===== config.mk =====
export PLATFORM = sky130hd
export DESIGN_NAME = rob_core
export DESIGN_NICKNAME = d
export VERILOG_FILES = /design/src/rtl/rob_defs.sv /design/src/rtl/rob_entry.sv /design/src/rtl/exec_alu.sv /design/src/rtl/exec_mul.sv /design/src/rtl/rob.sv /design/src/rtl/rob_core.sv
export SDC_FILE = /design/constraint.sdc
export NUM_CORES = 2
export LEC_CHECK = 0
export BUFFER_PORTS_ARGS = -buffer_cell sky130_fd_sc_hd__buf_2
export CAP_MARGIN = 20
export CORE_MARGIN = 3
export CORE_UTILIZATION = 50
export DETAILED_ROUTE_END_ITERATION = 10
export GPL_TIMING_DRIVEN = 0
export MAX_ROUTING_LAYER = met4
export PLACE_DENSITY = 0.78
export SYNTH_ARGS = -nofsm -noshare
export SYNTH_HDL_FRONTEND = slang
export SYNTH_SLANG_ARGS = --single-unit

===== constraint.sdc =====
create_clock -name clk -period 20.8 [get_ports clk]
set_input_delay 1.04 -clock clk [delete_from_list [all_inputs] [get_ports clk]]
set_output_delay 1.04 -clock clk [all_outputs]
set_load 0.02 [all_outputs]

===== src/rtl/rob_defs.sv =====
package rob_defs;

localparam int RB_NUM_ENTS = 8;
localparam int RB_IDX_W    = $clog2(RB_NUM_ENTS);
localparam int MUL_STAGES  = 3;

typedef logic [4:0]          t_rv_reg_addr;
typedef logic [31:0]         t_rv_reg_data;
typedef logic [31:0]         t_paddr;
typedef logic [RB_IDX_W-1:0] t_rob_idx;

// Wrap bit tells full from empty
typedef struct packed {
   logic     wrap;
   t_rob_idx idx;
} t_rob_id;

typedef enum logic [2:0] {
   UOP_ADD,
   UOP_SUB,
   UOP_AND,
   UOP_OR,
   UOP_XOR,
   UOP_MUL,
   UOP_BEQ,
   UOP_BNE
} t_uop;

typedef struct packed {
   logic         valid;
   t_uop         uop;
   t_rv_reg_addr rd;
   t_rv_reg_data src1;
   t_rv_reg_data src2;
   t_paddr       br_tgt;
} t_uinstr;

typedef struct packed {
   logic         valid;
   t_uop         uop;
   t_rv_reg_data src1;
   t_rv_reg_data src2;
   t_rob_id      robid;
} t_exec_req;

typedef struct packed {
   logic         valid;
   t_rob_id      robid;
   t_rv_reg_data result;
   logic         br_taken;
} t_exec_rsp;

// Written once at allocation
typedef struct packed {
   t_uinstr uinstr;
} t_rob_ent_static;

typedef struct packed {
   logic            valid;
   logic            ready;
   t_rv_reg_data    result;
   logic            br_taken;
   t_rob_ent_static s;
} t_rob_ent;

function automatic t_rob_id f_incr_robid(t_rob_id id);
   t_rob_id nxt;
   nxt = id;
   if (id.idx == t_rob_idx'(RB_NUM_ENTS-1)) begin
      nxt.idx  = '0;
      nxt.wrap = ~id.wrap;
   end else begin
      nxt.idx = id.idx + 1'b1;
   end
   return nxt;
endfunction

function automatic logic f_rob_empty(t_rob_id head, t_rob_id tail);
   return head == tail;
endfunction

function automatic logic f_rob_full(t_rob_id head, t_rob_id tail);
   return (head.idx == tail.idx) && (head.wrap != tail.wrap);
endfunction

endpackage


===== src/rtl/rob_entry.sv =====
`timescale 1ns/10ps

module rob_entry
   import rob_defs::*;
(
   input  logic            clk,
   input  logic            reset,

   input  t_rob_id         idx,

   input  logic            e_alloc_de1,
   input  t_rob_ent_static q_alloc_s_de1,

   input  t_exec_rsp       alu_rsp,
   input  t_exec_rsp       mul_rsp,

   input  logic            retire_rb1,
   input  logic            flush_rb1,

   output t_rob_ent        rob_entry
);

logic            valid_q;
logic            ready_q;
t_rob_ent_static s_q;
t_rv_reg_data    result_q;
logic            br_taken_q;

logic            alu_hit;
logic            mul_hit;

// Completion match on the index only
assign alu_hit = valid_q & alu_rsp.valid & (alu_rsp.robid.idx == idx.idx);
assign mul_hit = valid_q & mul_rsp.valid & (mul_rsp.robid.idx == idx.idx);

always_ff @(posedge clk) begin
   if (reset) begin
      valid_q <= 1'b0;
      ready_q <= 1'b0;
   end else if (e_alloc_de1) begin
      valid_q <= 1'b1;
      ready_q <= 1'b0;
   end else if (retire_rb1 | flush_rb1) begin
      valid_q <= 1'b0;
      ready_q <= 1'b0;
   end else if (alu_hit | mul_hit) begin
      ready_q <= 1'b1;
   end
end

always_ff @(posedge clk) begin
   if (e_alloc_de1) begin
      s_q <= q_alloc_s_de1;
   end
   if (alu_hit) begin
      result_q   <= alu_rsp.result;
      br_taken_q <= alu_rsp.br_taken;
   end else if (mul_hit) begin
      result_q   <= mul_rsp.result;
      br_taken_q <= mul_rsp.br_taken;
   end
end

assign rob_entry = '{
   valid:    valid_q,
   ready:    ready_q,
   result:   result_q,
   br_taken: br_taken_q,
   s:        s_q
};

endmodule


===== src/rtl/exec_alu.sv =====
`timescale 1ns/10ps

module exec_alu
   import rob_defs::*;
(
   input  logic      clk,
   input  logic      reset,

   input  t_exec_req req,
   input  logic      flush_rb1,

   output t_exec_rsp rsp
);

t_rv_reg_data alu_result;
logic         alu_br_taken;

logic         rsp_valid_q;
t_rob_id      rsp_robid_q;
t_rv_reg_data rsp_result_q;
logic         rsp_br_taken_q;

always_comb begin
   alu_result   = '0;
   alu_br_taken = 1'b0;
   case (req.uop)
      UOP_ADD: alu_result = req.src1 + req.src2;
      UOP_SUB: alu_result = req.src1 - req.src2;
      UOP_AND: alu_result = req.src1 & req.src2;
      UOP_OR:  alu_result = req.src1 | req.src2;
      UOP_XOR: alu_result = req.src1 ^ req.src2;
      // Branches produce no register result
      UOP_BEQ: alu_br_taken = (req.src1 == req.src2);
      UOP_BNE: alu_br_taken = (req.src1 != req.src2);
      default: begin
         alu_result   = '0;
         alu_br_taken = 1'b0;
      end
   endcase
end

always_ff @(posedge clk) begin
   if (reset) begin
      rsp_valid_q <= 1'b0;
   end else begin
      rsp_valid_q <= req.valid & ~flush_rb1;
   end
end

always_ff @(posedge clk) begin
   rsp_robid_q    <= req.robid;
   rsp_result_q   <= alu_result;
   rsp_br_taken_q <= alu_br_taken;
end

assign rsp = '{
   valid:    rsp_valid_q,
   robid:    rsp_robid_q,
   result:   rsp_result_q,
   br_taken: rsp_br_taken_q
};

endmodule


===== src/rtl/exec_mul.sv =====
`timescale 1ns/10ps

module exec_mul
   import rob_defs::*;
(
   input  logic      clk,
   input  logic      reset,

   input  t_exec_req req,
   input  logic      flush_rb1,

   output t_exec_rsp rsp
);

logic [MUL_STAGES-1:0] vld_q;
t_rob_id               id_q [MUL_STAGES];

// Stage 1 operands
t_rv_reg_data a_q;
t_rv_reg_data b_q;

// Stage 2 partial products, only the low 32 bits are kept
t_rv_reg_data p_ll_q;
logic [15:0]  p_x_q;
logic [31:0]  m_lh;
logic [31:0]  m_hl;

// Stage 3 result
t_rv_reg_data res_q;

assign m_lh = a_q[15:0] * b_q[31:16];
assign m_hl = a_q[31:16] * b_q[15:0];

// Flush kills everything in flight
always_ff @(posedge clk) begin
   if (reset | flush_rb1) begin
      vld_q <= '0;
   end else begin
      vld_q <= {vld_q[MUL_STAGES-2:0], req.valid & (req.uop == UOP_MUL)};
   end
end

always_ff @(posedge clk) begin
   id_q[0] <= req.robid;
   for (int i = 1; i < MUL_STAGES; i++) begin
      id_q[i] <= id_q[i-1];
   end
end

always_ff @(posedge clk) begin
   a_q    <= req.src1;
   b_q    <= req.src2;
   p_ll_q <= a_q[15:0] * b_q[15:0];
   p_x_q  <= m_lh[15:0] + m_hl[15:0];
   res_q  <= p_ll_q + {p_x_q, 16'h0000};
end

assign rsp = '{
   valid:    vld_q[MUL_STAGES-1],
   robid:    id_q[MUL_STAGES-1],
   result:   res_q,
   br_taken: 1'b0
};

endmodule


===== src/rtl/rob.sv =====
`timescale 1ns/10ps

module rob
   import rob_defs::*;
(
   input  logic         clk,
   input  logic         reset,

   input  t_uinstr      uinstr_de1,

   input  t_exec_rsp    alu_rsp,
   input  t_exec_rsp    mul_rsp,
   output t_exec_req    alu_req,
   output t_exec_req    mul_req,
   output logic         flush_rb1,

   output logic         rob_full,

   output t_uinstr      uinstr_rb1,
   output logic         wren_rb1,
   output t_rv_reg_addr wraddr_rb1,
   output t_rv_reg_data wrdata_rb1,

   output logic         br_mispred_rb1,
   output t_paddr       br_tgt_rb1
);

t_rob_id head_id;
t_rob_id tail_id;
t_rob_id head_id_nxt;
t_rob_id tail_id_nxt;
t_rob_id head_id_inc;

t_rob_ent entries [RB_NUM_ENTS-1:0];
t_rob_ent head_ent;

logic                   q_alloc_de1;
logic [RB_NUM_ENTS-1:0] e_alloc_de1;
t_rob_ent_static        q_alloc_s_de1;
t_exec_req              new_req_de1;

logic                   rob_empty;
logic                   retire_rb1;
logic [RB_NUM_ENTS-1:0] e_retire_rb1;
logic                   head_is_br;

// Retire decision on the head entry
assign head_ent    = entries[head_id.idx];
assign head_id_inc = f_incr_robid(head_id);
assign rob_empty   = f_rob_empty(head_id, tail_id);
assign retire_rb1  = ~rob_empty & head_ent.ready;
assign head_is_br  = head_ent.s.uinstr.uop inside {UOP_BEQ, UOP_BNE};

// Predicted not-taken, so any taken branch mispredicts
assign flush_rb1    = retire_rb1 & head_is_br & head_ent.br_taken;
assign e_retire_rb1 = retire_rb1 ? (RB_NUM_ENTS'(1) << head_id.idx) : '0;

// New instruction is dropped when full or in a flush cycle
assign q_alloc_de1 = uinstr_de1.valid & ~rob_full & ~flush_rb1;
assign e_alloc_de1 = q_alloc_de1 ? (RB_NUM_ENTS'(1) << tail_id.idx) : '0;

always_comb begin
   q_alloc_s_de1.uinstr = uinstr_de1;
end

// Steering by uop
assign new_req_de1 = '{
   valid: q_alloc_de1,
   uop:   uinstr_de1.uop,
   src1:  uinstr_de1.src1,
   src2:  uinstr_de1.src2,
   robid: tail_id
};

always_comb begin
   alu_req       = new_req_de1;
   mul_req       = new_req_de1;
   alu_req.valid = new_req_de1.valid & (uinstr_de1.uop != UOP_MUL);
   mul_req.valid = new_req_de1.valid & (uinstr_de1.uop == UOP_MUL);
end

always_comb begin
   head_id_nxt = head_id;
   tail_id_nxt = tail_id;
   if (flush_rb1) begin
      head_id_nxt = head_id_inc;
      tail_id_nxt = head_id_inc;
   end else begin
      if (retire_rb1) begin
         head_id_nxt = head_id_inc;
      end
      if (q_alloc_de1) begin
         tail_id_nxt = f_incr_robid(tail_id);
      end
   end
end

always_ff @(posedge clk) begin
   if (reset) begin
      head_id  <= '0;
      tail_id  <= '0;
      rob_full <= 1'b0;
   end else begin
      head_id  <= head_id_nxt;
      tail_id  <= tail_id_nxt;
      rob_full <= f_rob_full(head_id_nxt, tail_id_nxt);
   end
end

// Retire port, one cycle after the decision
always_ff @(posedge clk) begin
   if (reset) begin
      uinstr_rb1     <= '0;
      wren_rb1       <= 1'b0;
      br_mispred_rb1 <= 1'b0;
   end else begin
      uinstr_rb1     <= retire_rb1 ? head_ent.s.uinstr : '0;
      wren_rb1       <= retire_rb1 & ~head_is_br & (head_ent.s.uinstr.rd != '0);
      br_mispred_rb1 <= flush_rb1;
   end
end

always_ff @(posedge clk) begin
   wraddr_rb1 <= head_ent.s.uinstr.rd;
   wrdata_rb1 <= head_ent.result;
   br_tgt_rb1 <= head_ent.s.uinstr.br_tgt;
end

for (genvar i = 0; i < RB_NUM_ENTS; i++) begin : g_rob_ents
   t_rob_id ent_id;
   assign ent_id = '{wrap: 1'b0, idx: t_rob_idx'(i)};

   rob_entry rbent (
      .clk,
      .reset,
      .idx           ( ent_id          ),
      .e_alloc_de1   ( e_alloc_de1[i]  ),
      .q_alloc_s_de1 ( q_alloc_s_de1   ),
      .alu_rsp       ( alu_rsp         ),
      .mul_rsp       ( mul_rsp         ),
      .retire_rb1    ( e_retire_rb1[i] ),
      .flush_rb1     ( flush_rb1       ),
      .rob_entry     ( entries[i]      )
   );
end

endmodule


===== src/rtl/rob_core.sv =====
`timescale 1ns/10ps

module rob_core
   import rob_defs::*;
(
   input  logic         clk,
   input  logic         reset,

   input  t_uinstr      uinstr_de1,
   output logic         rob_full,

   output t_uinstr      uinstr_rb1,
   output logic         wren_rb1,
   output t_rv_reg_addr wraddr_rb1,
   output t_rv_reg_data wrdata_rb1,

   output logic         br_mispred_rb1,
   output t_paddr       br_tgt_rb1
);

t_exec_req alu_req;
t_exec_req mul_req;
t_exec_rsp alu_rsp;
t_exec_rsp mul_rsp;
logic      flush_rb1;

rob i_rob (
   .clk,
   .reset,
   .uinstr_de1,
   .alu_rsp,
   .mul_rsp,
   .alu_req,
   .mul_req,
   .flush_rb1,
   .rob_full,
   .uinstr_rb1,
   .wren_rb1,
   .wraddr_rb1,
   .wrdata_rb1,
   .br_mispred_rb1,
   .br_tgt_rb1
);

exec_alu i_alu (
   .clk,
   .reset,
   .req       ( alu_req   ),
   .flush_rb1 ( flush_rb1 ),
   .rsp       ( alu_rsp   )
);

exec_mul i_mul (
   .clk,
   .reset,
   .req       ( mul_req   ),
   .flush_rb1 ( flush_rb1 ),
   .rsp       ( mul_rsp   )
);

endmodule


==> metrics.txt <==
status=finished clean; CP Cell Sequence=clkbuf_1 > clkbuf_1 > and2_1 > fa_1 > inv_1 > fa_1 > fa_1 > inv_1 > fa_1 > inv_1 > fa_1 > fa_1 > fa_1 > fa_1 > xnor2_1 > xnor2_1 > xnor2_1 > xnor2_1 > xnor2_1 > xnor2_1 > xnor2_1 > xnor2_1; Mapped Nets=roughly 6,300; Max Root-Sink Buffers=3; Post-synth EDFFs=1,104; pre-CTS WS=13,090 ps; period utilization=roughly 38%; final worst slack=12,960 ps; Max FO, Critical Path=10; share of the core filled with cells=a little under three fifths; layout cell share with drive strength beyond 1=18.82%; hold endpoint=i_mul.id_q[0][8]; H-tree depth=4; Clock transition at path regs=80 ps; Crit. End Element=flop; Worst EP required=21,450 ps; port buffer count=283; initial antenna violation count=38; die footprint=between 150,000 and 200,000 um2; die width=between 300 and 400 um; fmax=127.6 MHz; post-synth cell types=87; insertion delay of the later-clocked pin in the worst-skew pair=about 810 ps; fin crit period=7836 ps; R2R Path Start=i_mul.b_q[3]; largest net degree at the start of global routing=76; Final Net Count=6,803; PD cells=about 130 nW/um2; cts repair resizes=0; RD Place Congestion=between 0.9 and 1; total gr overflow=0; vias in the first global route=49,610; # DRC=0; final HPWL from detailed placement=149,500 um; worst-path cell with the longest stage delay=clkbuf_1; Arr. time, crit path=8480 ps; FFs w/ async S/R, synth=0%; leak pwr=0.03283 uW; filler cell count in the final layout=11,570; final setup vio count=0; yosys warns=0; Reg-to-Reg End=i_mul.p_x_q[15]; r2r setup slk=~13,000 ps; cts bufs inserted=149; GR Util All Layers=between 20 and 30%; CTS Sinks=1,495; DR pass1 iterations=6; CP startpoint kind=flop; worst min-delay path category=flop to flop; unrepaired setup endpoints after global routing=false; core box area=150,100 um2; Hold Path Origin=i_mul.id_q[0][4]; Root Buffer=clkbuf_16; Max Slew Vio Count=0; # IOs=284; Post-Synthesis Cell Area=roughly 76,000 um2; CTS Hold Bufs=0; Slew headroom=20.70%; DP Area=80,420 um2; hold path depth=0; Rows=142; Post-Route Setup TNS=0 ps; Post-CTS Setup Bufs=0; #FFs+latches synth=1,495; Final Hold Fails=0; Worst R2R Path Depth=22; drt first-iter violations=5,429; wire per inst=26.52 um; critical path class=flop to flop; cells after synthesis=5,524; Routed Antenna Nets=0; predominant post-synthesis flop cell=edfxtp_1; Syn Area/Cell=13.71 um2; first-pass GRT wire length=around 320,000 um; Initial Util=slightly above 50%; die height=395.2 um; Via Count=48,490; Layout Skew=roughly 70 ps; TritonCTS clock tree=yes; Max Cap Viol=0; post-DR vias/cell=5.928; actual slew at the worst max-slew pin=roughly 1200 ps; post-route cell area=85,590 um2; maximum vdd drop=385.7 uV; post-synthesis sequential area ratio=54.11%; CP max stage delay=760 ps; Layout area overhead=13.01%; total length of routed wires=216,900 um
## per-layer routing
| metal | up-vias | wire, um | global-route usage (%) |
|---|---|---|---|
| li1 | 20470 | - | - |
| met4 | 0 | 11440 | 12.88 |
| met3 | 572 | 20640 | 5.677 |
| met5 | - | 0 | - |
| met1 | 24710 | 81290 | 36.28 |
| met2 | 2739 | 103600 | 44.95 |
## flip-flops by register name, indices dropped and copies added (netlist names), 5 cells and up
signal and cells:
i_mul.p_x_q 16, i_rob.wraddr_rb1 5, i_mul.id_q 7, i_rob.br_tgt_rb1 32, i_rob.g_rob_ents.rbent.valid_q 8, i_rob.g_rob_ents.rbent.ready_q 8
i_rob.g_rob_ents.rbent.br_taken_q 8, i_rob.wrdata_rb1 32, i_rob.g_rob_ents.rbent.result_q 256, i_mul.res_q 32, i_mul.b_q 32, i_mul.p_ll_q 32
i_alu.rsp_result_q 32, i_rob.uinstr_rb1 105, i_mul.a_q 32, i_rob.g_rob_ents.rbent.rob_entry 840
## synth_stat cells, types with 25 or more instances
| cell | number | area share [%] |
|---|---|---|
| buf_1 | 29 | 0.14 |
| xor2_1 | 25 | 0.29 |
| a21oi_1 | 225 | 1.5 |
| o21ai_0 | 77 | 0.51 |
| mux4_2 | 278 | 8.3 |
| mux2_2 | 259 | 3.9 |
| dfxtp_1 | 391 | 10 |
| nor2b_1 | 32 | 0.26 |
| edfxtp_1 | 1104 | 44 |
| xnor2_1 | 105 | 1.2 |
| buf_2 | 30 | 0.20 |
| and2_1 | 313 | 2.6 |
| nand3_1 | 41 | 0.27 |
| ha_1 | 317 | 5.2 |
| clkbuf_1 | 204 | 1.0 |
| nor3_1 | 34 | 0.22 |
| nand2_1 | 674 | 3.3 |
| a21o_1 | 31 | 0.31 |
| fa_1 | 381 | 10 |
| nor2_1 | 131 | 0.65 |
| inv_1 | 524 | 2.6 |
## power by group
| group | switching, uW | internal, uW | leakage (uW) |
|---|---|---|---|
| logic | 2900 | 2110 | 0.0172 |
| registers | 148 | 3480 | 0.0133 |
| clock network | 1170 | 1550 | 0.00242 |
## cell usage in the layout, fill, tap and decap left out, drive strengths merged, types with 131 or more instances in the layout
cell,instances
edfxtp,1104
inv,532
mux4,278
nand2,674
nor2,131
mux2,259
dfxtp,391
fa,381
clkbuf,425
buf,385
and2,313
a21oi,228
ha,317
## how the worst max path moves through the flow
stage                startpoint                                       to  slack [ps]  cells past startpoint
2_1_floorplan  i_rob.head_id[0]   i_rob.g_rob_ents[6].rbent.rob_entry[0]       11200                      7
6_report           i_mul.b_q[3]                          i_mul.p_x_q[15]       12960                     22
3_5_place_dp       i_mul.a_q[4]                          i_mul.p_x_q[15]       13090                     19
3_3_place_gp   i_rob.head_id[0]  i_rob.g_rob_ents[6].rbent.rob_entry[83]        4000                      7
4_1_cts            i_mul.b_q[3]                          i_mul.p_x_q[15]       13070                     22
5_1_grt            i_mul.b_q[3]                          i_mul.p_x_q[15]       12810                     22
## critical path, delay by kind of cell, from the launching register on
kind / cells / cell delay [ps]
xor gates and xnor gates: 8 / 1820
adders and majority gates: 8 / 3760
buffers and inverters: 5 / 1510
DFF: 1 / 330
and+or+nand+nor: 1 / 250
## kinds of logic (layout without fill, tap and decap cells)
logic type,after synthesis,count (layout),synth area share (%)
and+or+nand+nor,1311,1311,8.141
other,0,39,0
muxes,553,553,12.33
adders and majority gates,698,698,15.31
DFF,1495,1495,54.11
xor gates and xnor gates,130,130,1.503
buffers and inverters,794,1396,4.009
AOI/OAI and AO/OA,543,543,4.601
## stage by stage
stage	hold slack [ps]	instances	power, uW
floorplan	309.6	5524	7060
global placement	313.0	7823	8499
detailed placement	314.4	7860	8601
CTS	328.2	8139	11340
global route	332.6	8169	11990
finish	328.4	8181	11360
## area by class of cell
type	count	area (um2)	area share (%)
Tap cell	2016	2522	2.947
Sequential cell	1495	40980	47.88
Multi-Input combinational cell	3235	31790	37.15
Inverter	527	2003	2.340
Clock inverter	59	764.5	0.8932
Timing Repair Buffer	323	2112	2.468
Antenna cell	39	97.59	0.1140
Clock buffer	220	4260	4.978
Buffer	267	1059	1.237
(Power assumes the default switching activity.)
